**config.mk**
```make
export PLATFORM = sky130hd
export DESIGN_NAME = reset_gen
export DESIGN_NICKNAME = d
export VERILOG_FILES = /design/src/reset_gen.sv
export SDC_FILE = /design/constraint.sdc
export NUM_CORES = 1
export LEC_CHECK = 0
export BUFFER_PORTS_ARGS = -buffer_cell sky130_fd_sc_hd__buf_2
export CAP_MARGIN = 20
export CORE_AREA = 2 2 39 41
export DETAILED_ROUTE_END_ITERATION = 6
export DIE_AREA = 0 0 41 43
export HOLD_SLACK_MARGIN = 0.03
export PLACE_DENSITY = 0.36
export SLEW_MARGIN = 20
export SYNTH_ARGS = -nofsm -noshare
export SYNTH_HDL_FRONTEND = slang
export SYNTH_SLANG_ARGS = --single-unit
```
**constraint.sdc**
```tcl
create_clock -name sys_clk -period 3.23 [get_ports sys_clk]
set_input_delay 0.1615 -clock sys_clk [delete_from_list [all_inputs] [get_ports sys_clk]]
set_output_delay 0.1615 -clock sys_clk [all_outputs]
set_load 0.005 [all_outputs]
```
**src/reset_gen.sv**
```systemverilog
/*
 * System reset stretcher. Any external or software reset request
 * reloads the hold counter; sys_rst_o stays high until RST_HOLD
 * cycles after the last request.
 */
`timescale 1ns/1ps

module reset_gen #(
	parameter int RST_HOLD = 16
) (
	input logic sys_clk,
	input logic trigger_reset,
	input logic hard_reset_i,
	output logic sys_rst_o
);
	localparam int CNT_W = $clog2(RST_HOLD + 1);

	logic [CNT_W-1:0] hold_cnt;

	always_ff @(posedge sys_clk) begin
		// reload on every request, count down otherwise
		if (trigger_reset || hard_reset_i)
			hold_cnt <= CNT_W'(RST_HOLD);
		else if (hold_cnt != '0)
			hold_cnt <= hold_cnt - 1'b1;
		// registered from the busy flag
		sys_rst_o <= (hold_cnt != '0);
	end
endmodule

```
Yosys cells after proc, flatten, opt, wreduce, memory -nomap -nowiden
Index checks and enable logic that the tools add are counted.
{ "classes": {"addsub": 1, "n_reduce_logical": 2} }
{ "ops": {"columns": ["cell", "count"], "rows": [
  ["nonzero test 5 bit", 1],
  ["subtractor 5 x 1 -> 5 bit (second input constant)", 1],
  ["logical OR 1 bit", 1]
]} }
{ "totals": {"reg_bits": 6, "inputBits": 3, "out_inout_bits": 1, "elab_cells": 5} }

Longest topological paths before layout
{ "depth": {"depth_word": 1, "mapped_depth": 6, "mapped_depth_nobuf": 5} }

Worst setup path after synthesis
No wires, ideal clock.
{ "synth_path": {"path_type": "register to register", "startpoint": "reg hold_cnt[0]", "endpoint": "reg hold_cnt[1]", "setup_ps": 103, "arrival_time_ps": 1415, "required_ps": 3127, "setup_slack_ps": 1712, "stages_incl_launch_ff": 6, "path_buffers": 1, "period_less_slack_ps": 1518, "cell_sequence": "dfxtp_1 inv_1 ha_1 or4b_1 clkbuf_2 a2111oi_2"} }
{ "synth_between": {"elab_chain_cells": 1, "word_cells_on_any_way": 2, "cone_classes": "1 x add/sub; 1 x reduce/logical"} }
{ "synth_lines": {"columns": ["item", "line_no", "text"], "rows": [
  ["from (decl)", "18", "logic [CNT_W-1:0] hold_cnt;"],
  ["from (signal assigned)", "23", "hold_cnt <= CNT_W'(RST_HOLD);"],
  ["from (signal assigned)", "25", "hold_cnt <= hold_cnt - 1'b1;"],
  ["subtractor 5 x 1 -> 5 bit or nonzero test 5 bit (tied branches)", "25, 24", null]
]} }
Several ways; a longest one is shown, not always the timed one.
A chain may end at the register's enable or synchronous reset.

Final worst setup path
Same ends and word-level chain as after synthesis.

==> flow_summary.html <==
<table>
<tr><th>Metric</th><th>Value</th></tr>
<tr><th colspan="2">Routing</th></tr>
<tr><td># DRC</td><td>0</td></tr>
<tr><td>Number of vias per cell after detailed routing</td><td>3.96</td></tr>
<tr><td>Final wirelength</td><td>427 um</td></tr>
<tr><td>Iter 0 DRT Violations</td><td>0</td></tr>
<tr><td>DR vias</td><td>190</td></tr>
<tr><td>Count of TritonRoute iterations in the first routing pass</td><td>1</td></tr>
<tr><td>Post-detailed-route wirelength per cell</td><td>between 8 and 9 um</td></tr>
<tr><td>Antenna viol nets, final</td><td>0</td></tr>
<tr><th colspan="2">Critical path</th></tr>
<tr><td>Path type of the worst setup path</td><td>reg -&gt; reg</td></tr>
<tr><td>FF-to-FF End</td><td>hold_cnt[1]</td></tr>
<tr><td>Source of the worst register-to-register timing path</td><td>hold_cnt[0]</td></tr>
<tr><td>Start point of the critical path</td><td>hold_cnt[0]</td></tr>
<tr><td>Termination of the worst setup path</td><td>hold_cnt[1]</td></tr>
<tr><td>Minimum setup slack among reg-to-reg paths</td><td>1.60 ns</td></tr>
<tr><td>Crit-path max FO</td><td>5</td></tr>
<tr><td>Startpoint type of the worst setup path</td><td>register</td></tr>
<tr><td>CP Data Arrival Time</td><td>1.77 ns</td></tr>
<tr><td>CP endpoint kind</td><td>register</td></tr>
<tr><td>Worst-case reg-to-reg path depth</td><td>4</td></tr>
<tr><td>Required time at the worst-slack endpoint</td><td>between 3 and 4 ns</td></tr>
<tr><th colspan="2">Final layout</th></tr>
<tr><td>Number of nets in the layout</td><td>39</td></tr>
<tr><td>Area growth, synth to finish</td><td>20.0%</td></tr>
<tr><td>Post-layout instance area</td><td>315 um2</td></tr>
<tr><td>Antenna diode count</td><td>0</td></tr>
<tr><td>Fraction of final layout cells with drive strength greater than 1</td><td>0.219</td></tr>
<tr><th colspan="2">Pwr</th></tr>
<tr><td>VDD IR-drop max</td><td>152 uV</td></tr>
<tr><td>Static Leak</td><td>0.126 nW</td></tr>
<tr><td>Power Density</td><td>595 mW/mm2</td></tr>
<tr><td>Overall power</td><td>0.187 mW</td></tr>
<tr><th colspan="2">Floorplanning</th></tr>
<tr><td>Standard-cell rows</td><td>14</td></tr>
<tr><td>Total die area</td><td>0.00176 mm2</td></tr>
<tr><td>Top-Level Pins</td><td>4</td></tr>
<tr><td>Core Area</td><td>0.00138 mm2</td></tr>
<tr><td>Overall die height</td><td>roughly 43 um</td></tr>
<tr><td>Die width</td><td>41 um</td></tr>
<tr><td>Initial core utilization</td><td>0.190</td></tr>
<tr><th colspan="2">Logic synthesis</th></tr>
<tr><td>Mean instance size in the synthesized netlist</td><td>9.73 um2</td></tr>
<tr><td>Flip-flop and latch count after synthesis</td><td>6</td></tr>
<tr><td>Fraction of the yosys area taken by sequential cells</td><td>0.457</td></tr>
<tr><td>Number of library cell types mapped by synthesis</td><td>12</td></tr>
<tr><td>Syn Std Cell Area</td><td>approximately 260 um2</td></tr>
<tr><td>Number of cells produced by synthesis</td><td>27</td></tr>
<tr><td>Post-Syn Nets</td><td>32</td></tr>
<tr><td>Synth Warn #</td><td>0</td></tr>
<tr><th colspan="2">Clocking</th></tr>
<tr><td>TritonCTS buffer count</td><td>3</td></tr>
<tr><td>Post-CTS Resized</td><td>0</td></tr>
<tr><td>TritonCTS clock tree</td><td>built</td></tr>
<tr><td>Buffer cell driving the clock tree root</td><td>clkbuf_4</td></tr>
<tr><td>Clock Sink Count</td><td>6</td></tr>
<tr><td>Reg clk slew, reported paths</td><td>approximately 0.040 ns</td></tr>
<tr><td>Longest Clk Path Bufs</td><td>2</td></tr>
<tr><td>Total of hold buffers inserted after clock tree synthesis</td><td>0</td></tr>
<tr><td>Number of H-tree levels</td><td>1</td></tr>
<tr><td>Post-CTS setup buffer count</td><td>0</td></tr>
<tr><td>Clock latency on the worst-skew pair</td><td>0.24 ns</td></tr>
<tr><th colspan="2">STA</th></tr>
<tr><td>Period utilization</td><td>0.505</td></tr>
<tr><td>Count of endpoints failing hold in the final timing report</td><td>0</td></tr>
<tr><td>Unrepaired setup endpoints after global routing</td><td>no</td></tr>
<tr><td>Final-report setup violation count</td><td>0</td></tr>
<tr><td>Fin Hold WS</td><td>0.114 ns</td></tr>
<tr><td>Slew Limit Headroom</td><td>0.827</td></tr>
<tr><td>Final sum of negative setup slack</td><td>0 ns</td></tr>
<tr><td>Count of final max-slew check failures</td><td>0</td></tr>
<tr><td>Min Clock Period, post-route</td><td>1.63 ns</td></tr>
<tr><td>Setup slack of the critical path after layout</td><td>approximately 1.6 ns</td></tr>
<tr><td>Actual transition at the worst max-transition pin</td><td>roughly 0.26 ns</td></tr>
<tr><td>Final Skew</td><td>around 0.0019 ns</td></tr>
<tr><td>Max Clock Freq</td><td>0.613 GHz</td></tr>
<tr><th colspan="2">Outcome</th></tr>
<tr><td>Result of the run</td><td>finished, final reports clean</td></tr>
<tr><th colspan="2">Place</th></tr>
<tr><td>Number of buffers added on ports</td><td>3</td></tr>
<tr><td>Standard cell area after detailed placement</td><td>293 um2</td></tr>
<tr><td>Post-placement setup slack</td><td>1.61 ns</td></tr>
<tr><td>Total half-perimeter wirelength after legalization and detailed placement</td><td>311 um</td></tr>
<tr><td>RD Place Congestion</td><td>0.625</td></tr>
<tr><th colspan="2">Global routing</th></tr>
<tr><td>Largest net degree at the start of global routing</td><td>6</td></tr>
<tr><td>Via count of the first global-routing pass</td><td>between 150 and 200</td></tr>
<tr><td>Global routing usage summed across all routing layers</td><td>0.0724</td></tr>
<tr><td>GRT Residual Overflow</td><td>0</td></tr>
<tr><td>Wire length of the first global-routing pass</td><td>between 700 and 800 um</td></tr>
<tr><td>Initial antenna violation count</td><td>0</td></tr>
<tr><th colspan="2">Hold path</th></tr>
<tr><td>HP Class</td><td>in -&gt; reg</td></tr>
<tr><th colspan="2">Job</th></tr>
<tr><td>Count of maximum capacitance violations</td><td>0</td></tr>
</table>
==> worst max-delay path, cell delays in order, from the launching register on <==
cell,delay (ns)
dfxtp_1,0.32
inv_1,0.09
ha_1,0.17
or4b_1,0.55
a2111oi_2,0.39
==> area by class of cell <==
class                   instances  area [um2]
clock buffers                   3        22.5
well taps                      16        20.0
flip-flops and latches          6         120
multi-input cells              18         130
inverters                       2        7.51
fillers                       150        1070
repair buffers                  3        15.0
==> cell usage in the layout, fill, tap and decap left out <==
master,count
a2111oi_2,1
xnor2_1,3
buf_2,3
clkbuf_4,3
dfxtp_1,6
nand2_1,2
inv_1,2
nor3_1,2
mux2i_1,1
nor3b_1,1
nor2_1,5
ha_1,2
or4b_1,1
==> worst min path at each step <==
stage | cells after the start | start | to
after floorplan | 1 | trigger_reset | hold_cnt[1]
after global placement | 2 | trigger_reset | hold_cnt[1]
after detailed placement | 2 | trigger_reset | hold_cnt[1]
after CTS | 2 | trigger_reset | hold_cnt[1]
after global routing | 2 | trigger_reset | hold_cnt[1]
final | 2 | trigger_reset | hold_cnt[1]
==> metal layers <==
| layer | wire length, um | vias up | global-route usage |
|---|---|---|---|
| met4 | 11 | 0 | 0.100 |
| met1 | 173 | 85 | 0.0839 |
| met3 | 20 | 2 | 0.0157 |
| met2 | 221 | 5 | 0.0875 |
| met5 | 0 | - | 0 |
| li1 | - | 98 | - |
==> power by group <==
group          internal, mW  leakage [nW]  switching [mW]
Clock                0.0421        0.0138          0.0277
Combinational        0.0166        0.0629          0.0148
Sequential           0.0811        0.0495         0.00517
==> flip-flops by register name (all words and copies together) (netlist names) <==
name	cells
hold_cnt	5
sys_rst_o	1
==> Yosys cell counts <==
| library cell | number | area share |
|---|---|---|
| a2111oi_2 | 1 | 0.057 |
| clkbuf_2 | 1 | 0.019 |
| or4b_1 | 1 | 0.038 |
| inv_1 | 2 | 0.029 |
| dfxtp_1 | 6 | 0.46 |
| nor3b_1 | 1 | 0.029 |
| nor2_1 | 5 | 0.071 |
| mux2i_1 | 1 | 0.038 |
| ha_1 | 2 | 0.095 |
| xnor2_1 | 3 | 0.10 |
| nor3_1 | 2 | 0.038 |
| nand2_1 | 2 | 0.029 |
==> metrics by stage <==
step	util	cells
final	0.228	48
after global routing	0.228	48
after CTS	0.228	48
after detailed placement	0.212	45
after global placement	0.212	45
after floorplan	-	27
==> cell families after synthesis <==
kind of cell / Yosys count / share of synthesized area
adder cells (fa/ha/maj): 2 / 0.0952
buffers and inverters: 3 / 0.0476
AO/OA/AOI/OAI: 1 / 0.0571
AND/OR/NAND/NOR: 11 / 0.205
multiplexers: 1 / 0.0381
flip-flops: 6 / 0.457
XOR/XNOR: 3 / 0.100
Note: power is estimated with default switching activity, not from simulation.
