`src/soc_pkg.sv`:
```
/*
 * Bus-side definitions shared by the fabric: word and select types,
 * the region map decoded by the address switch and the system ID.
 * Import it wherever bus signals are declared.
 */
package soc_pkg;

	// bus word types
	typedef logic [31:0] addr_t;
	typedef logic [31:0] data_t;
	typedef logic [3:0] sel_t;

	// ------------------------------------------------
	// address map, top four bits select the region
	// ------------------------------------------------
	localparam int SLAVE_FIELD_LSB = 28;
	localparam logic [3:0] REGION_SRAM = 4'h0;
	localparam logic [3:0] REGION_CSR = 4'h6;

	// decoded slave
	typedef enum logic [1:0] {
		SLV_SRAM,
		SLV_CSR,
		SLV_NONE
	} slave_e;

	// returned by the system controller
	localparam data_t SYSTEM_ID = 32'h5343_0102;

endpackage

```
`src/csr_pkg.sv`:
```
/*
 * CSR bus layout: address width, peripheral field and the register
 * indices of the system controller and the UART.
 */
package csr_pkg;

	typedef logic [13:0] csr_addr_t;

	// upper four address bits pick the peripheral
	localparam int CSR_PERIPH_LSB = 10;

	typedef enum logic [3:0] {
		PER_UART = 4'h0,
		PER_SYSCTL = 4'h1
	} periph_e;

	typedef enum logic [2:0] {
		REG_GPIO_IN = 3'd0,
		REG_GPIO_OUT = 3'd1,
		REG_TIMER_CTRL = 3'd2,
		REG_TIMER_COMPARE = 3'd3,
		REG_TIMER_COUNT = 3'd4,
		REG_IRQ_PENDING = 3'd5,
		REG_HARD_RESET = 3'd6,
		REG_SYSTEM_ID = 3'd7
	} sysctl_reg_e;

	typedef enum logic [1:0] {
		REG_UART_DATA = 2'd0,
		REG_UART_STATUS = 2'd1,
		REG_UART_DIVISOR = 2'd2
	} uart_reg_e;

	// transmitter sequence
	typedef enum logic [1:0] {
		ST_IDLE,
		ST_START,
		ST_DATA,
		ST_STOP
	} uart_state_e;

endpackage

```
`src/wb_if.sv`:
```
/*
 * One bus segment between the address switch and a slave.
 * The switch takes the master modport, the slave the slave modport.
 */
`timescale 1ns/1ps

interface wb_if;
	import soc_pkg::*;

	addr_t adr;
	data_t dat_w;
	data_t dat_r;
	sel_t sel;
	logic we;
	logic stb;
	logic ack;

	modport master (output adr, dat_w, sel, we, stb, input dat_r, ack);
	modport slave (input adr, dat_w, sel, we, stb, output dat_r, ack);
endinterface

```
`src/csr_bridge.sv`:
```
/*
 * Bus to CSR bridge. First cycle drives the CSR address, data and a
 * one-cycle write strobe; second cycle latches the ORed peripheral
 * read data and acks the bus.
 */
`timescale 1ns/1ps

module csr_bridge (
	input logic sys_clk,
	input logic sys_rst_i,
	wb_if.slave bus,
	output csr_pkg::csr_addr_t csr_a_o,
	output logic csr_we_o,
	output soc_pkg::data_t csr_dw_o,
	input soc_pkg::data_t csr_dr_uart_i,
	input soc_pkg::data_t csr_dr_sysctl_i
);
	import soc_pkg::*;
	import csr_pkg::*;

	typedef enum logic {
		BRG_IDLE,
		BRG_DATA
	} brg_state_e;

	brg_state_e state;

	always_ff @(posedge sys_clk) begin
		// strobes default low
		csr_we_o <= 1'b0;
		bus.ack <= 1'b0;
		if (sys_rst_i) begin
			state <= BRG_IDLE;
		end else begin
			case (state)
				BRG_IDLE: begin
					// skip the ack cycle of the last access
					if (bus.stb && !bus.ack) begin
						csr_a_o <= bus.adr[2 +: $bits(csr_addr_t)];
						csr_dw_o <= bus.dat_w;
						csr_we_o <= bus.we;
						state <= BRG_DATA;
					end
				end
				BRG_DATA: begin
					// unselected peripherals return zero
					bus.dat_r <= csr_dr_uart_i | csr_dr_sysctl_i;
					bus.ack <= 1'b1;
					state <= BRG_IDLE;
				end
				default: state <= BRG_IDLE;
			endcase
		end
	end
endmodule

```
`src/flat_wrapper.sv`:
```
// flat-port wrapper written by rule: the top's interface ports become plain ports
module csr_bridge_flat import soc_pkg::*; import csr_pkg::*;
  (sys_clk, sys_rst_i, csr_a_o, csr_we_o, csr_dw_o, csr_dr_uart_i, csr_dr_sysctl_i, bus_adr, bus_dat_w, bus_sel, bus_we, bus_stb, bus_dat_r, bus_ack);
  wb_if bus_i ();
  input logic sys_clk;
  input logic sys_rst_i;
  output csr_pkg::csr_addr_t csr_a_o;
  output logic csr_we_o;
  output soc_pkg::data_t csr_dw_o;
  input soc_pkg::data_t csr_dr_uart_i;
  input soc_pkg::data_t csr_dr_sysctl_i;
  input wire logic [$bits(bus_i.adr)-1:0] bus_adr;
  input wire logic [$bits(bus_i.dat_w)-1:0] bus_dat_w;
  input wire logic [$bits(bus_i.sel)-1:0] bus_sel;
  input wire logic [$bits(bus_i.we)-1:0] bus_we;
  input wire logic [$bits(bus_i.stb)-1:0] bus_stb;
  output wire logic [$bits(bus_i.dat_r)-1:0] bus_dat_r;
  output wire logic [$bits(bus_i.ack)-1:0] bus_ack;
  assign bus_i.adr = bus_adr;
  assign bus_i.dat_w = bus_dat_w;
  assign bus_i.sel = bus_sel;
  assign bus_i.we = bus_we;
  assign bus_i.stb = bus_stb;
  assign bus_dat_r = bus_i.dat_r;
  assign bus_ack = bus_i.ack;
  csr_bridge u_core (.sys_clk(sys_clk), .sys_rst_i(sys_rst_i), .bus(bus_i), .csr_a_o(csr_a_o), .csr_we_o(csr_we_o), .csr_dw_o(csr_dw_o), .csr_dr_uart_i(csr_dr_uart_i), .csr_dr_sysctl_i(csr_dr_sysctl_i));
endmodule
```
`config.mk`:
```
export PLATFORM = sky130hd
export DESIGN_NAME = csr_bridge_flat
export DESIGN_NICKNAME = d
export VERILOG_FILES = /design/src/soc_pkg.sv /design/src/csr_pkg.sv /design/src/wb_if.sv /design/src/csr_bridge.sv /design/src/flat_wrapper.sv
export SDC_FILE = /design/constraint.sdc
export NUM_CORES = 1
export LEC_CHECK = 0
export BUFFER_PORTS_ARGS = -buffer_cell sky130_fd_sc_hd__buf_2
export CAP_MARGIN = 20
export CORE_UTILIZATION = 30
export DETAILED_ROUTE_END_ITERATION = 7
export SYNTH_ARGS = -nofsm -noshare
export SYNTH_HDL_FRONTEND = slang
export SYNTH_SLANG_ARGS = --single-unit
```
`constraint.sdc`:
```
create_clock -name sys_clk -period 4.8 [get_ports sys_clk]
set_input_delay 0.24 -clock sys_clk [delete_from_list [all_inputs] [get_ports sys_clk]]
set_output_delay 0.24 -clock sys_clk [all_outputs]
set_load 0.02 [all_outputs]
```
=== After elaboration in Yosys (flattened, before gate mapping) ===
Index checks and enable logic that the tools add are counted.

* Mux-type cells: 3
* Bitwise logic cells: 4
* Reductions and logical operators: 5

{| class="wikitable"
|+ Operator list
! kind !! count
|-
| $or 32x32->32 || 1
|-
| $not 1->1 || 3
|-
| $reduce_and 3->1 || 1
|-
| $reduce_or 3->1 || 1
|-
| $mux 1 || 2
|-
| $pmux 1 s2 || 1
|-
| $reduce_and 2->1 || 1
|-
| $logic_and 1x1->1 || 1
|-
| $logic_not 1->1 || 1
|}

* Register bits after elaboration: 81
* Input bits: 136
* Output and inout port bits: 80
* Word-level logic and storage cells: 18

=== Depth between registers and ports, before layout ===
* Depth after elaboration: 4
* Depth in mapped cells: 2
* Mapped depth without buffers: 2

=== Least setup slack after synthesis ===
OpenSTA, ideal clock, no wires.

* Kind: register to register
* Start: register u_core.bus.ack
* End: register u_core.csr_a_o[0] (enable)
* Setup time: 479 ps
* Arrival: 3054 ps
* Required time: 4321 ps
* Path slack: 1268 ps
* Cell stages (with the launch flop): 2
* Period minus slack after synthesis: 3532 ps
* Cells stage by stage: dfxtp_1 -> nor4b_2

* Longest elaborated chain between the ends: 3

{| class="wikitable"
|+ Ends and longest elaborated chain
! what !! line !! text
|-
| from (decl) || wb_if.sv:19 || <nowiki>modport slave (input adr, dat_w, sel, we, stb, output dat_r, ack);</nowiki>
|-
| from (signal assigned) || csr_bridge.sv:31 || <nowiki>bus.ack <= 1'b0;</nowiki>
|-
| from (signal assigned) || csr_bridge.sv:48 || <nowiki>bus.ack <= 1'b1;</nowiki>
|-
| $logic_not 1->1 || csr_bridge.sv:38 || <nowiki>if (bus.stb && !bus.ack) begin</nowiki>
|-
| $logic_and 1x1->1 || csr_bridge.sv:38 ||
|-
| $reduce_and 3->1 (no source line) || -- ||
|-
| to (signal assigned) || csr_bridge.sv:39 || <nowiki>csr_a_o <= bus.adr[2 +: $bits(csr_addr_t)];</nowiki>
|-
| to (decl) || csr_bridge.sv:12 || <nowiki>output csr_pkg::csr_addr_t csr_a_o,</nowiki>
|}

No other way between the ends.
A chain may end at the register's enable or synchronous reset.

=== Worst setup path in the final report ===
* Start: register u_core.bus.ack
* End: register u_core.csr_a_o[10] (enable)

Same word-level chain as after synthesis.

==> qor.yml <==
grtUsageTotal_pct: 12.9
antenna_found_initial: 0
post_synth.cell_area_avg_um2: 22.4
core_area_um2: 8380
h-tree-depth: 3
clock_sinks: 81
p_int_mw: 1.05
drt_iter0_drc: 62
fmax_mhz: 660
grt_pass1_wl_um: 8360
ios: 216
ff_latch_area_um2: 2400
die-area_um2: 9200
finalCritPeriodShare_pct: 31.6
holdBufCountCts: 0
grt_pass1_vias: 1706
final_cells: 434
hold_path_class: "input port to flip-flop"
final_cell_mix: "193 x buf_2, 78 x edfxtp_1, 32 x or2_1"
dp_cells: 418
switching_share_pct: 24.0
power_frac_clock_pct: 32.6
worstRegToRegCells: 2
rsz0062_at_grt: "no"
clock_path_buffers: 2
tritoncts: "done"
worstSetupPathType: "flip-flop to flip-flop"
synth_top_area_share_pct: 88.6
synth.distinct_cells: 7
port_buffers: 193
vdd_ir_drop_max_mv: 0.156
drive_gt1_share_pct: 64.4
die_x_um: 95.9
cts-resized-gates: 0
drc: 0
insertion_delay_ns: 0.34
whs_path_depth: 1
synth_warnings: 0
critPathMaxFanout: 47
start_util_pct: 31.6
drt_wl_total_um: 6270
switching_power_mw: 0.332
multiInputGateArea_um2: 254
yosysSeqAreaShare_pct: 90.8
fp.dieH_um: 95.9
critPathLaunchType: "flip-flop"
fill_cells: 795
clkSlewWorstSetupHoldPaths_ns: 0.09
ff2ff_setup_slack_ns: 3.28
slew-limit-headroom_pct: 61.9
final_nets: 460
p_leak_nw: 1.66
maxSlewViolCount: 0
drtAntennaViolNets: 0
synthToLayoutAreaGrowth_pct: 49.1
place_congestion: 0.778
hpwlAfterDp_um: 4970
vias: 1826
endpoint_kind: "flip-flop"
synthesis.area_um2: 2650
hold_viol: 0
firstDrtPassIters: 4
status: "finished clean"
p_comb_share_pct: 8.8
maxCapViolations: 0
worst_pin_slew_ns: 0.571
cts_root_buf: "clkbuf_8"
required_ns: 4.77
antenna_cells: 0
finalSetupViolations: 0
cts-buffers-inserted: 9
synthTopCellsByArea: "edfxtp_1 89%, or2_1 7.6%, dfxtp_1 2.3%, nor4b_2 0.57%, nor2b_1 0.47%"
power_density_nw_per_um2: 351
min_period_ns: 1.52
synthesis.nets: 254
skew_ns: 0.00895
cp.arrival_ns: 1.49
yosys_register_bits: 81
synth_cells: 118
fin_tns_setup_ns: 0
rows: 33
seq_power_share_pct: 58.6
synth_top_area_cell: "edfxtp_1"
globalRouteOverflowTotal: 0
grt_max_degree: 48
vias_per_cell: 4.21
routedWlPerCell_um: 14.4
post_cts_buffers: 0
final_common_cell: "buf_2"
==> synth_stat cells <==
library cell	n
edfxtp_1	78
or2_1	32
dfxtp_1	3
nor2b_1	2
and2_1	1
nor4b_1	1
nor4b_2	1
==> cells by family after synthesis <==
logic type       synth area share, %
DFF                             90.8
and+or+nand+nor                 9.18
==> area by class of cell <==
class | count | share of cell area (%)
Multi-Input combinational cell | 37 | 6.44
Timing Repair Buffer | 195 | 24.9
Tap cell | 105 | 3.33
Sequential cell | 81 | 60.9
Clock inverter | 7 | 1.33
Clock buffer | 9 | 3.14
==> registers in the layout (all words and copies together) (netlist names) <==
name,cells
u_core.csr_we_o,1
u_core.bus.ack,1
u_core.csr_a_o,14
u_core.state,1
u_core.bus.dat_r,32
u_core.csr_dw_o,32
==> worst max-delay path: stages, from the launching register on <==
cell     delay, ns
dfxtp_1       0.35
nor4b_4       0.27
buf_4         0.51
==> power groups by stage <==
| stage | registers, mW | clock network [mW] | logic [mW] |
|---|---|---|---|
| after global routing | 0.814 | 0.496 | 0.133 |
| final | 0.811 | 0.451 | 0.121 |
| after global placement | 0.826 | 0 | 0.121 |
| after floorplan | 0.860 | 0 | 0.0188 |
| after detailed placement | 0.828 | 0 | 0.124 |
| after CTS | 0.812 | 0.465 | 0.124 |
==> routing by layer <==
layer | part of all wire (%) | GRT usage [%]
met5 | 0 | 0
met4 | 1.6 | 6.72
met3 | 16 | 6.00
met2 | 46 | 20.8
met1 | 37 | 14.2
==> worst paths after layout <==
path | end | from
worst max register to register | u_core.csr_a_o[10] | u_core.bus.ack
worst min-delay path | u_core.csr_dw_o[3] | bus_dat_w[3]
worst max-delay path | u_core.csr_a_o[10] | u_core.bus.ack
worst min register to register | u_core.state | u_core.bus.ack
==> per-stage QoR <==
step	util, %	hold slack, ns	area, um2	power (mW)	setup WS (ns)
floorplan	-	0.312	2650	0.879	1.27
global placement	45.0	0.417	3770	0.947	3.31
detailed placement	45.0	0.418	3770	0.951	3.29
CTS	47.1	0.0446	3950	1.40	3.26
global route	47.1	0.0366	3950	1.44	3.21
finish	47.1	0.0643	3950	1.38	3.28
(Power assumes the default switching activity.)
