$ cat src/soc_pkg.sv
/*
 * Bus-side definitions shared by the fabric: word and select types,
 * the region map decoded by the address switch and the system ID.
 * Import it wherever bus signals are declared.
 */
package soc_pkg;

	// bus word types
	typedef logic [31:0] addr_t;
	typedef logic [31:0] data_t;
	typedef logic [3:0] sel_t;

	// ------------------------------------------------
	// address map, top four bits select the region
	// ------------------------------------------------
	localparam int SLAVE_FIELD_LSB = 28;
	localparam logic [3:0] REGION_SRAM = 4'h0;
	localparam logic [3:0] REGION_CSR = 4'h6;

	// decoded slave
	typedef enum logic [1:0] {
		SLV_SRAM,
		SLV_CSR,
		SLV_NONE
	} slave_e;

	// returned by the system controller
	localparam data_t SYSTEM_ID = 32'h5343_0102;

endpackage

$ cat src/wb_if.sv
/*
 * One bus segment between the address switch and a slave.
 * The switch takes the master modport, the slave the slave modport.
 */
`timescale 1ns/1ps

interface wb_if;
	import soc_pkg::*;

	addr_t adr;
	data_t dat_w;
	data_t dat_r;
	sel_t sel;
	logic we;
	logic stb;
	logic ack;

	modport master (output adr, dat_w, sel, we, stb, input dat_r, ack);
	modport slave (input adr, dat_w, sel, we, stb, output dat_r, ack);
endinterface

$ cat src/bus_switch.sv
/*
 * Address switch for the single external master. The region field
 * selects the scratch RAM or the CSR bridge; any other region gets
 * a local ack with err set and zero read data.
 */
`timescale 1ns/1ps

module bus_switch (
	input logic sys_clk,
	input logic sys_rst_i,
	input logic ext_stb_i,
	input logic ext_we_i,
	input soc_pkg::addr_t ext_adr_i,
	input soc_pkg::data_t ext_dat_i,
	input soc_pkg::sel_t ext_sel_i,
	output soc_pkg::data_t ext_dat_o,
	output logic ext_ack_o,
	output logic ext_err_o,
	wb_if.master sram_bus,
	wb_if.master csr_bus
);
	import soc_pkg::*;

	slave_e slave_sel;
	logic none_ack;

	// region decode
	always_comb begin
		case (ext_adr_i[SLAVE_FIELD_LSB +: 4])
			REGION_SRAM: slave_sel = SLV_SRAM;
			REGION_CSR: slave_sel = SLV_CSR;
			default: slave_sel = SLV_NONE;
		endcase
	end

	// ------------------------------------------------
	// request side, strobe only to the chosen slave
	// ------------------------------------------------
	assign sram_bus.adr = ext_adr_i;
	assign sram_bus.dat_w = ext_dat_i;
	assign sram_bus.sel = ext_sel_i;
	assign sram_bus.we = ext_we_i;
	assign sram_bus.stb = ext_stb_i && (slave_sel == SLV_SRAM);

	assign csr_bus.adr = ext_adr_i;
	assign csr_bus.dat_w = ext_dat_i;
	assign csr_bus.sel = ext_sel_i;
	assign csr_bus.we = ext_we_i;
	assign csr_bus.stb = ext_stb_i && (slave_sel == SLV_CSR);

	// unmapped region, one-cycle error ack
	always_ff @(posedge sys_clk) begin
		if (sys_rst_i)
			none_ack <= 1'b0;
		else
			none_ack <= ext_stb_i && (slave_sel == SLV_NONE) && !none_ack;
	end

	// ------------------------------------------------
	// response side
	// ------------------------------------------------
	always_comb begin
		ext_dat_o = '0;
		ext_ack_o = 1'b0;
		ext_err_o = 1'b0;
		case (slave_sel)
			SLV_SRAM: begin
				ext_dat_o = sram_bus.dat_r;
				ext_ack_o = sram_bus.ack;
			end
			SLV_CSR: begin
				ext_dat_o = csr_bus.dat_r;
				ext_ack_o = csr_bus.ack;
			end
			default: begin
				// err only ever with ack
				ext_ack_o = none_ack;
				ext_err_o = none_ack;
			end
		endcase
	end
endmodule

$ cat src/flat_wrapper.sv
// flat-port wrapper written by rule: the top's interface ports become plain ports
module bus_switch_flat import soc_pkg::*;
  (sys_clk, sys_rst_i, ext_stb_i, ext_we_i, ext_adr_i, ext_dat_i, ext_sel_i, ext_dat_o, ext_ack_o, ext_err_o, sram_bus_adr, sram_bus_dat_w, sram_bus_sel, sram_bus_we, sram_bus_stb, sram_bus_dat_r, sram_bus_ack, csr_bus_adr, csr_bus_dat_w, csr_bus_sel, csr_bus_we, csr_bus_stb, csr_bus_dat_r, csr_bus_ack);
  wb_if sram_bus_i ();
  wb_if csr_bus_i ();
  input logic sys_clk;
  input logic sys_rst_i;
  input logic ext_stb_i;
  input logic ext_we_i;
  input soc_pkg::addr_t ext_adr_i;
  input soc_pkg::data_t ext_dat_i;
  input soc_pkg::sel_t ext_sel_i;
  output soc_pkg::data_t ext_dat_o;
  output logic ext_ack_o;
  output logic ext_err_o;
  output wire logic [$bits(sram_bus_i.adr)-1:0] sram_bus_adr;
  output wire logic [$bits(sram_bus_i.dat_w)-1:0] sram_bus_dat_w;
  output wire logic [$bits(sram_bus_i.sel)-1:0] sram_bus_sel;
  output wire logic [$bits(sram_bus_i.we)-1:0] sram_bus_we;
  output wire logic [$bits(sram_bus_i.stb)-1:0] sram_bus_stb;
  input wire logic [$bits(sram_bus_i.dat_r)-1:0] sram_bus_dat_r;
  input wire logic [$bits(sram_bus_i.ack)-1:0] sram_bus_ack;
  output wire logic [$bits(csr_bus_i.adr)-1:0] csr_bus_adr;
  output wire logic [$bits(csr_bus_i.dat_w)-1:0] csr_bus_dat_w;
  output wire logic [$bits(csr_bus_i.sel)-1:0] csr_bus_sel;
  output wire logic [$bits(csr_bus_i.we)-1:0] csr_bus_we;
  output wire logic [$bits(csr_bus_i.stb)-1:0] csr_bus_stb;
  input wire logic [$bits(csr_bus_i.dat_r)-1:0] csr_bus_dat_r;
  input wire logic [$bits(csr_bus_i.ack)-1:0] csr_bus_ack;
  assign sram_bus_adr = sram_bus_i.adr;
  assign sram_bus_dat_w = sram_bus_i.dat_w;
  assign sram_bus_sel = sram_bus_i.sel;
  assign sram_bus_we = sram_bus_i.we;
  assign sram_bus_stb = sram_bus_i.stb;
  assign sram_bus_i.dat_r = sram_bus_dat_r;
  assign sram_bus_i.ack = sram_bus_ack;
  assign csr_bus_adr = csr_bus_i.adr;
  assign csr_bus_dat_w = csr_bus_i.dat_w;
  assign csr_bus_sel = csr_bus_i.sel;
  assign csr_bus_we = csr_bus_i.we;
  assign csr_bus_stb = csr_bus_i.stb;
  assign csr_bus_i.dat_r = csr_bus_dat_r;
  assign csr_bus_i.ack = csr_bus_ack;
  bus_switch u_core (.sys_clk(sys_clk), .sys_rst_i(sys_rst_i), .ext_stb_i(ext_stb_i), .ext_we_i(ext_we_i), .ext_adr_i(ext_adr_i), .ext_dat_i(ext_dat_i), .ext_sel_i(ext_sel_i), .ext_dat_o(ext_dat_o), .ext_ack_o(ext_ack_o), .ext_err_o(ext_err_o), .sram_bus(sram_bus_i), .csr_bus(csr_bus_i));
endmodule
$ cat config.mk
export PLATFORM = sky130hd
export DESIGN_NAME = bus_switch_flat
export DESIGN_NICKNAME = d
export VERILOG_FILES = /design/src/soc_pkg.sv /design/src/wb_if.sv /design/src/bus_switch.sv /design/src/flat_wrapper.sv
export SDC_FILE = /design/constraint.sdc
export NUM_CORES = 1
export LEC_CHECK = 0
export ABC_AREA = 1
export BUFFER_PORTS_ARGS = -buffer_cell sky130_fd_sc_hd__buf_2
export CORE_AREA = 5 5 118 120
export DETAILED_ROUTE_END_ITERATION = 10
export DIE_AREA = 0 0 123 125
export PLACE_DENSITY = 0.45
export SLEW_MARGIN = 25
export SYNTH_ARGS = -nofsm -noshare
export SYNTH_HDL_FRONTEND = slang
export SYNTH_SLANG_ARGS = --single-unit
$ cat constraint.sdc
create_clock -name sys_clk -period 1 [get_ports sys_clk]
set_clock_uncertainty 0.15 [all_clocks]
set_input_delay 0.15 -clock sys_clk [delete_from_list [all_inputs] [get_ports sys_clk]]
set_output_delay 0.15 -clock sys_clk [all_outputs]
set_load 0.05 [all_outputs]
Yosys cells after proc, flatten, opt, wreduce, memory -nomap -nowiden
Index checks and enable logic that the tools add are counted.
{"block": "word_totals", "regBits": 1, "out_inout_bits": 174, "elab_cells": 16}
{"block": "classes", "n_eq_ne": 3, "mux": 4, "n_reduce_logical": 8}
{"operator": "32-bit case mux with 2 select lines", "count": 1}
{"operator": "4-bit by 3-bit == test with 1-bit output (second input constant)", "count": 1}
{"operator": "1-bit logical AND", "count": 4}
{"operator": "4-bit zero test", "count": 1}
{"operator": "2-bit case mux with 2 select lines", "count": 1}
{"operator": "2-bit by 1-bit == test with 1-bit output (second input constant)", "count": 1}
{"operator": "2-bit == test (second input constant)", "count": 1}
{"operator": "2-bit zero test", "count": 1}
{"operator": "1-bit case mux with 2 select lines", "count": 1}
{"operator": "2-bit OR reduction", "count": 1}
{"operator": "1-bit zero test", "count": 1}
{"operator": "1-bit 2-to-1 mux", "count": 1}

Longest topological paths before layout
Gate-level depths: netlist of the first run.
{"block": "depth", "ltp_word": 5, "ltp_mapped": 6, "mapped_depth_nobuf": 6}

Worst setup path before layout of the first run
OpenSTA, ideal clock, no wires.
{"block": "synth_timing", "kind": "input-to-output", "startpoint": "input ext_adr_i[28]", "endpoint": "output csr_bus_stb", "arrival_time_ns": 1.194, "required_ns": 0.700, "slack_ns": -0.494, "cell_stages": 4, "path_buffers": 1, "cell_sequence": "nor2_2 -> buf_4 -> nand2_1 -> nor2_1"}
{"block": "synth_via", "elab_chain_cells": 4, "elab_cells_between_ends": 5}
{"element": "start: declaration", "line_no": "flat_wrapper.sv:10", "source": "input soc_pkg::addr_t ext_adr_i;"}
{"element": "4-bit by 3-bit == test with 1-bit output / 4-bit zero test (equally long branches)", "line_no": "bus_switch.sv:29", "source": "case (ext_adr_i[SLAVE_FIELD_LSB +: 4])"}
{"element": "2-bit case mux with 2 select lines *", "line_no": "bus_switch.sv:29"}
{"element": "2-bit by 1-bit == test with 1-bit output *", "line_no": "bus_switch.sv:49", "source": "assign csr_bus.stb = ext_stb_i && (slave_sel == SLV_CSR);"}
{"element": "1-bit logical AND *", "line_no": "bus_switch.sv:49"}
{"element": "end: declaration", "line_no": "flat_wrapper.sv:27", "source": "output wire logic [$bits(csr_bus_i.stb)-1:0] csr_bus_stb;"}
Every way passes the cells marked *; elsewhere a longest branch is shown, timed or not.

Worst setup path after layout of the first run
{"block": "layout_timing", "startpoint": "input ext_adr_i[31]", "endpoint": "output ext_dat_o[17]"}
{"block": "layout_via", "elab_chain_cells": 4, "elab_cells_between_ends": 6}
{"element": "4-bit by 3-bit == test with 1-bit output / 4-bit zero test (equally long branches)", "line_no": "bus_switch.sv:29"}
{"element": "2-bit case mux with 2 select lines *", "line_no": "bus_switch.sv:29"}
{"element": "2-bit by 1-bit == test with 1-bit output / 2-bit zero test (equally long branches)", "line_no": "bus_switch.sv:66", "source": "case (slave_sel)"}
{"element": "32-bit case mux with 2 select lines *", "line_no": "bus_switch.sv:66"}
{"element": "end: declaration", "line_no": "flat_wrapper.sv:13", "source": "output soc_pkg::data_t ext_dat_o;"}
Marked as above.

==> results.cfg, run 1 <==
[clocking]
cts-hold-fix-buffers = 0
insertion_delay_ns = 0

[critical_path]
worstSetupStartpointType = input pin
path_max_fanout = 7
critical_path_class = input pin to primary output
r2r_start = u_core.none_ack
r2r.worst_path.cells = 2
critical_path_arrival_ns = 1.08
worstPathRequired_ns = 0.70
rrSetupSlack_ns = 0.15
reg2reg_to = u_core.none_ack
end_kind = primary output

[global_routing]
grt_max_degree = 41
gr-usage-all-layers = 0.0655
antenna_found_initial = 0
grt_pass1_wl_mm = 8.32
gr-total-overflow = 0
grt_pass1_vias = 1613

[status]
violations = negative setup slack
status = finished, violations left

[pwr]
seqPwrFrac = 0.047
p_per_area_nw_per_um2 = 411
clock_power_share = 0
p_leak_uw = 0.00104
ir_drop_mv = 0.227
internal_power_uw = 425
swShare = 0.563
p_comb_frac = 0.953
power_switching_uw = 548

[drt]
viasPerCell = 3.56
wl_mm = 5.97
ant_nets = 0
firstDrtPassIters = 4
wl_per_cell_microns = 14.1
drc = 0
vias = 1503
drtIter0Drc = 26

[logic_synthesis]
syn-instance-count = 266
synthSimpleGateAreaFrac = 0.307
synth_area_sq_um = 1660
synth_compound_area_frac = 0
synth_seq_area_share = 0.0120
ys_seq_elements = 1
synth_top_family_by_area = buffers and inverters
yosys_warnings = 0
synthesis.nets = 404
synth-xor-area-share = 0
synth_mux_area_frac = 0
syn_avg_cell_area_sq_um = 6.25
synth-adder-area-share = 0
synthDistinctLibCells = 13

[cells_and_area]
mostFrequentLayoutCell = buf_2
num-fill-cells = 1452
reg_top3 = u_core.none_ack x1
nNetsFinal = 386
areaGrowthSynthToFinish_pct = 42.5
postLayoutCoreUtil = 0.184
fin_area_sq_um = 2370
largest_reg_flops = 1
multi_input_area_sq_um = 988
diodes = 0
regMostFlops = u_core.none_ack
drive_gt1_frac = 0.846
final_cell_mix = buf_2, nand2_4, nand3_2, nand3_1, buf_6
ff_latch_area_sq_um = 20.0

[timing]
fmax_ghz = 0.727
setup_viol = 37
rsz0062_at_grt = true
tightest_slew_ns = 0.266
finalWorstSetupSlack_ns = -0.375
maxSlewHeadroom = 0.824
hold_violations = 0
finalCritPeriodShare = 1.38
maxSlewViolCount = 0
fin_crit_ns = 1.38

[floorplanning]
die_width_microns = 123
coreArea_sq_um = 12900
row_count = 42
die-area_sq_um = 15400
io_pins = 312
start_util = 0.129
dieHeight_microns = 125

[min_path]
min_from = ext_adr_i[6]
min_path_cells = 0
holdPathEnd = csr_bus_adr[6]
hold_class = input pin to primary output

[placed_design]
dp_hpwl_mm = 4.24
io_buffers = 116
gp_congestion = 0.662
placed_cell_area_sq_um = 1760

[run]
max-cap-violations = 0
power groups by stage:
| stage | clock network, uW | registers (uW) | logic (uW) |
|---|---|---|---|
| after global placement | 0 | 45.6 | 708 |
| final | 0 | 45.8 | 928 |
| after detailed placement | 0 | 45.9 | 713 |
| after CTS | 0 | 45.9 | 875 |
| after floorplan | 0 | 45.5 | 1860 |
| after global routing | 0 | 46.0 | 987 |
Yosys cell counts, drive strengths merged:
library cell  count  share of area
and3              1         0.0038
buf             151           0.67
clkinv            1         0.0023
dfxtp             1          0.012
inv               3         0.0068
nand2            37          0.084
nand3            67           0.20
nor2              4          0.015
nor3              1         0.0030
critical path: stages:
cell and delay (ns):
buf_6 0.10, nor2_4 0.13, buf_12 0.12, buf_6 0.13, buf_16 0.14, nand3_2 0.09
nand2_4 0.07, buf_8 0.14
cell families (layout without fill, tap and decap cells):
family	count (synthesis)	after routing
and+or+nand+nor	110	110
buffers and inverters	155	135
DFF	1	1
final cells by class:
class / count / area share
Timing Repair Buffer: 131 / 0.473
Multi-Input combinational cell: 110 / 0.417
Tap cell: 176 / 0.0930
Sequential cell: 1 / 0.00845
Inverter: 4 / 0.00845
what timing repair did:
action | CTS | global route
setup endpoints to repair | 37 | 37
setup buffers | 2 | 2
hold endpoints to repair | 0 | 0
gates resized for setup | 104 | 28
pin swaps | 1 | 1
cloned | 2 | 2
per-layer routing:
metal | wire length [microns] | share of wire | track usage | vias to the layer above
met1 | 1970 | 0.33 | 0.0652 | 664
met3 | 700 | 0.12 | 0.0244 | 56
li1 | - | - | - | 675
met5 | 0 | 0 | 0 | -
met2 | 2970 | 0.50 | 0.116 | 108
met4 | 323 | 0.054 | 0.0358 | 0
worst max-delay path by stage:
stage	from	endpoint
after floorplan	ext_adr_i[28]	ext_err_o
after global placement	ext_adr_i[28]	ext_dat_o[31]
after detailed placement	ext_adr_i[28]	ext_dat_o[31]
after CTS	ext_adr_i[28]	ext_dat_o[31]
after global routing	ext_adr_i[31]	ext_ack_o
final	ext_adr_i[31]	ext_dat_o[17]
per-stage QoR:
stage / hold WS, ns / std cells / worst slack, ns / total power (uW) / setup TNS [ns]
floorplan: 0.200 / 266 / -0.127 / 1910 / -3.84
global placement: 0.150 / 415 / -0.481 / 754 / -16.23
detailed placement: 0.150 / 415 / -0.518 / 759 / -16.88
CTS: 0.150 / 419 / -0.428 / 921 / -13.48
global route: 0.150 / 422 / -0.436 / 1030 / -14.75
finish: 0.150 / 422 / -0.375 / 973 / -12.66
No activity file was read; power rests on OpenSTA's default activity.
==> run 2: changes to the inputs <==
--- a/config.mk
+++ b/config.mk
@@ -5,13 +5,13 @@
 export SDC_FILE = /design/constraint.sdc
 export NUM_CORES = 1
 export LEC_CHECK = 0
-export ABC_AREA = 1
 export BUFFER_PORTS_ARGS = -buffer_cell sky130_fd_sc_hd__buf_2
-export CORE_AREA = 5 5 118 120
+export CORE_AREA = 5 5 119 121
 export DETAILED_ROUTE_END_ITERATION = 10
-export DIE_AREA = 0 0 123 125
-export PLACE_DENSITY = 0.45
+export DIE_AREA = 0 0 124 126
+export PLACE_DENSITY = 0.43
 export SLEW_MARGIN = 25
 export SYNTH_ARGS = -nofsm -noshare
 export SYNTH_HDL_FRONTEND = slang
 export SYNTH_SLANG_ARGS = --single-unit
+export TNS_END_PERCENT = 1
==> run 2 against run 1 <==
Compared with the run above:
- register-to-register slack improved by 0.04 ns
- synthesized cell count down 27%
- global-route usage decreased by 1.1 points
- synthesized area shrank 8.1%
- sequential power hardly changed
- routed wire length fell by 11%
- combinational power shrank 8.0%
- die area grew 1.6%
- critical path depth shrank 1
- utilization shrank 1.3 points
- the flow still finishes with violations (negative setup slack)
- flip-flop and latch count is the same
==> results.cfg, run 2 <==
[placed_design]
dp_hpwl_mm = 3.63
gp_congestion = 0.696
io_buffers = 116
place_inst = 349

[critical_path]
r2r.worst_path.cells = 1
worstPathRequired_ns = 0.70
rrSetupSlack_ns = 0.19
path_max_fanout = 8
worstSetupStartpointType = input pin
r2r_start = u_core.none_ack
critical_path_arrival_ns = 1.23
end_kind = primary output
critical_path_class = input pin to primary output
reg2reg_to = u_core.none_ack

[floorplanning]
die_width_microns = 124
die-area_sq_um = 15600
row_count = 42
start_util = 0.118
coreArea_sq_um = 13000
io_pins = 312
dieHeight_microns = 126

[drt]
ant_nets = 0
wl_per_cell_microns = 14.7
wl_mm = 5.29
firstDrtPassIters = 2
drc = 0
vias = 1152
wl_met1_mm = 1.47
drtIter0Drc = 8
wl_met2_mm = 2.72
viasPerCell = 3.21
dr.max_layer_used = met4
dr_wl_met3_microns = 732

[cells_and_area]
num-fill-cells = 1430
drive_gt1_frac = 0.967
reg_top3 = u_core.none_ack x1
largest_reg_flops = 1
nNetsFinal = 323
final_cell_mix = buf_2, buf_8, a22o_4
postLayoutCoreUtil = 0.171
fin_cells = 359
mostFrequentLayoutCell = buf_2
diodes = 0
areaGrowthSynthToFinish_pct = 44.9
regMostFlops = u_core.none_ack

[timing]
maxSlewHeadroom = 0.831
tightest_slew_ns = 0.255
finalWorstSetupSlack_ns = -0.529
hold_ws_ns = 0.150
finalCritPeriodShare = 1.53
rsz0062_at_grt = true
hold_violations = 0
fin_crit_ns = 1.53
setup_viol = 37
maxSlewViolCount = 0
fmax_ghz = 0.654

[global_routing]
grt_max_degree = 34
grt_pass1_vias = 1239
grt_pass1_wl_mm = 6.78
gr-total-overflow = 0
antenna_found_initial = 0
gr-usage-all-layers = 0.0545

[logic_synthesis]
synth_most_common_cell = buf_4
ys_seq_elements = 1
yosys_warnings = 0
synth_area_leader_cell = buf_4
syn_avg_cell_area_sq_um = 7.92
synthArstFlopShare = 0
synthFlopType = dfxtp_1
synthDistinctLibCells = 17
synthTopCellsByCount = buf_4, a22o_1, buf_6
synth_seq_area_share = 0.0131
synth_edf_count = 0
syn-instance-count = 193
synth_area_sq_um = 1530
synth_top_area_frac = 0.678
synthesis.nets = 331
synth.area.top_cells = buf_4, a22o_1, buf_6, nor4_4, dfxtp_1

[pwr]
finalPower_uw = 900
swShare = 0.500
p_comb_frac = 0.949
ir_drop_mv = 0.142
p_per_area_nw_per_um2 = 407
power_switching_uw = 450
internal_power_uw = 450
seqPwrFrac = 0.051
clock_power_share = 0
p_leak_uw = 0.00108

[status]
violations = negative setup slack
status = finished, violations left

[clocking]
cts-hold-fix-buffers = 0
insertion_delay_ns = 0

[run]
max-cap-violations = 0

[min_path]
min_path_cells = 0
holdPathEnd = csr_bus_adr[5]
min_from = ext_adr_i[5]
hold_class = input pin to primary output
-- run 2: kinds of logic (layout without fill, tap and decap cells) --
family / after synthesis / in the layout / synth area share
buffers and inverters: 145 / 135 / 0.726
AO/OA/AOI/OAI: 35 / 35 / 0.195
AND/OR/NAND/NOR: 12 / 12 / 0.0663
flip-flops: 1 / 1 / 0.0131
-- run 2: what timing repair did --
item / CTS / global route
endpoints found under the setup margin: 37 / 37
gates resized for setup: 124 / 5
buffers inserted: 5 / 1
cloned: 4 / 1
pin swaps: 17 / 19
-- run 2: layout make-up --
cell class                 instances  area (sq um)  area share
tap                              176           220      0.0995
timing repair buffer             135          1260       0.569
multi-input combinational         47           714       0.323
sequential                         1          20.0     0.00904
-- run 2: worst max-delay path: stages --
cell and delay, ns:
buf_8 0.11, nor4_4 0.27, buf_6 0.15, buf_8 0.12
buf_16 0.14, a22o_4 0.15, buf_12 0.13
-- run 2: how the worst max path moves through the flow --
stage | startpoint | endpoint | slack (ns) | cells after the start
4_1_cts | ext_adr_i[29] | ext_dat_o[11] | -0.59 | 8
2_1_floorplan | ext_adr_i[31] | sram_bus_stb | -0.33 | 3
5_1_grt | ext_adr_i[30] | ext_dat_o[19] | -0.58 | 7
3_3_place_gp | ext_adr_i[31] | ext_dat_o[18] | -0.64 | 5
6_report | ext_adr_i[30] | ext_dat_o[26] | -0.53 | 7
3_5_place_dp | ext_adr_i[31] | ext_dat_o[18] | -0.67 | 5
-- run 2: metal layers --
| metal | track usage | vias to the layer above |
|---|---|---|
| met5 | 0 | - |
| met4 | 0.0412 | 0 |
| met3 | 0.0103 | 53 |
| met2 | 0.107 | 103 |
| met1 | 0.0468 | 502 |
| li1 | - | 494 |
-- run 2: through the flow --
step	TNS (ns)	setup WS (ns)	cell area, sq um
after floorplan	-11.44	-0.334	1810
final	-18.64	-0.529	2210
after detailed placement	-23.72	-0.674	1620
after global placement	-22.70	-0.642	1620
after global routing	-20.46	-0.582	2210
after CTS	-19.31	-0.592	2190
-- run 2: power by group through the flow --
stage / Sequential (uW) / Combinational (uW) / Clock (uW)
floorplan: 45.2 / 1820 / 0
global placement: 46.0 / 667 / 0
detailed placement: 45.9 / 674 / 0
CTS: 46.0 / 852 / 0
global route: 46.8 / 895 / 0
finish: 46.0 / 854 / 0
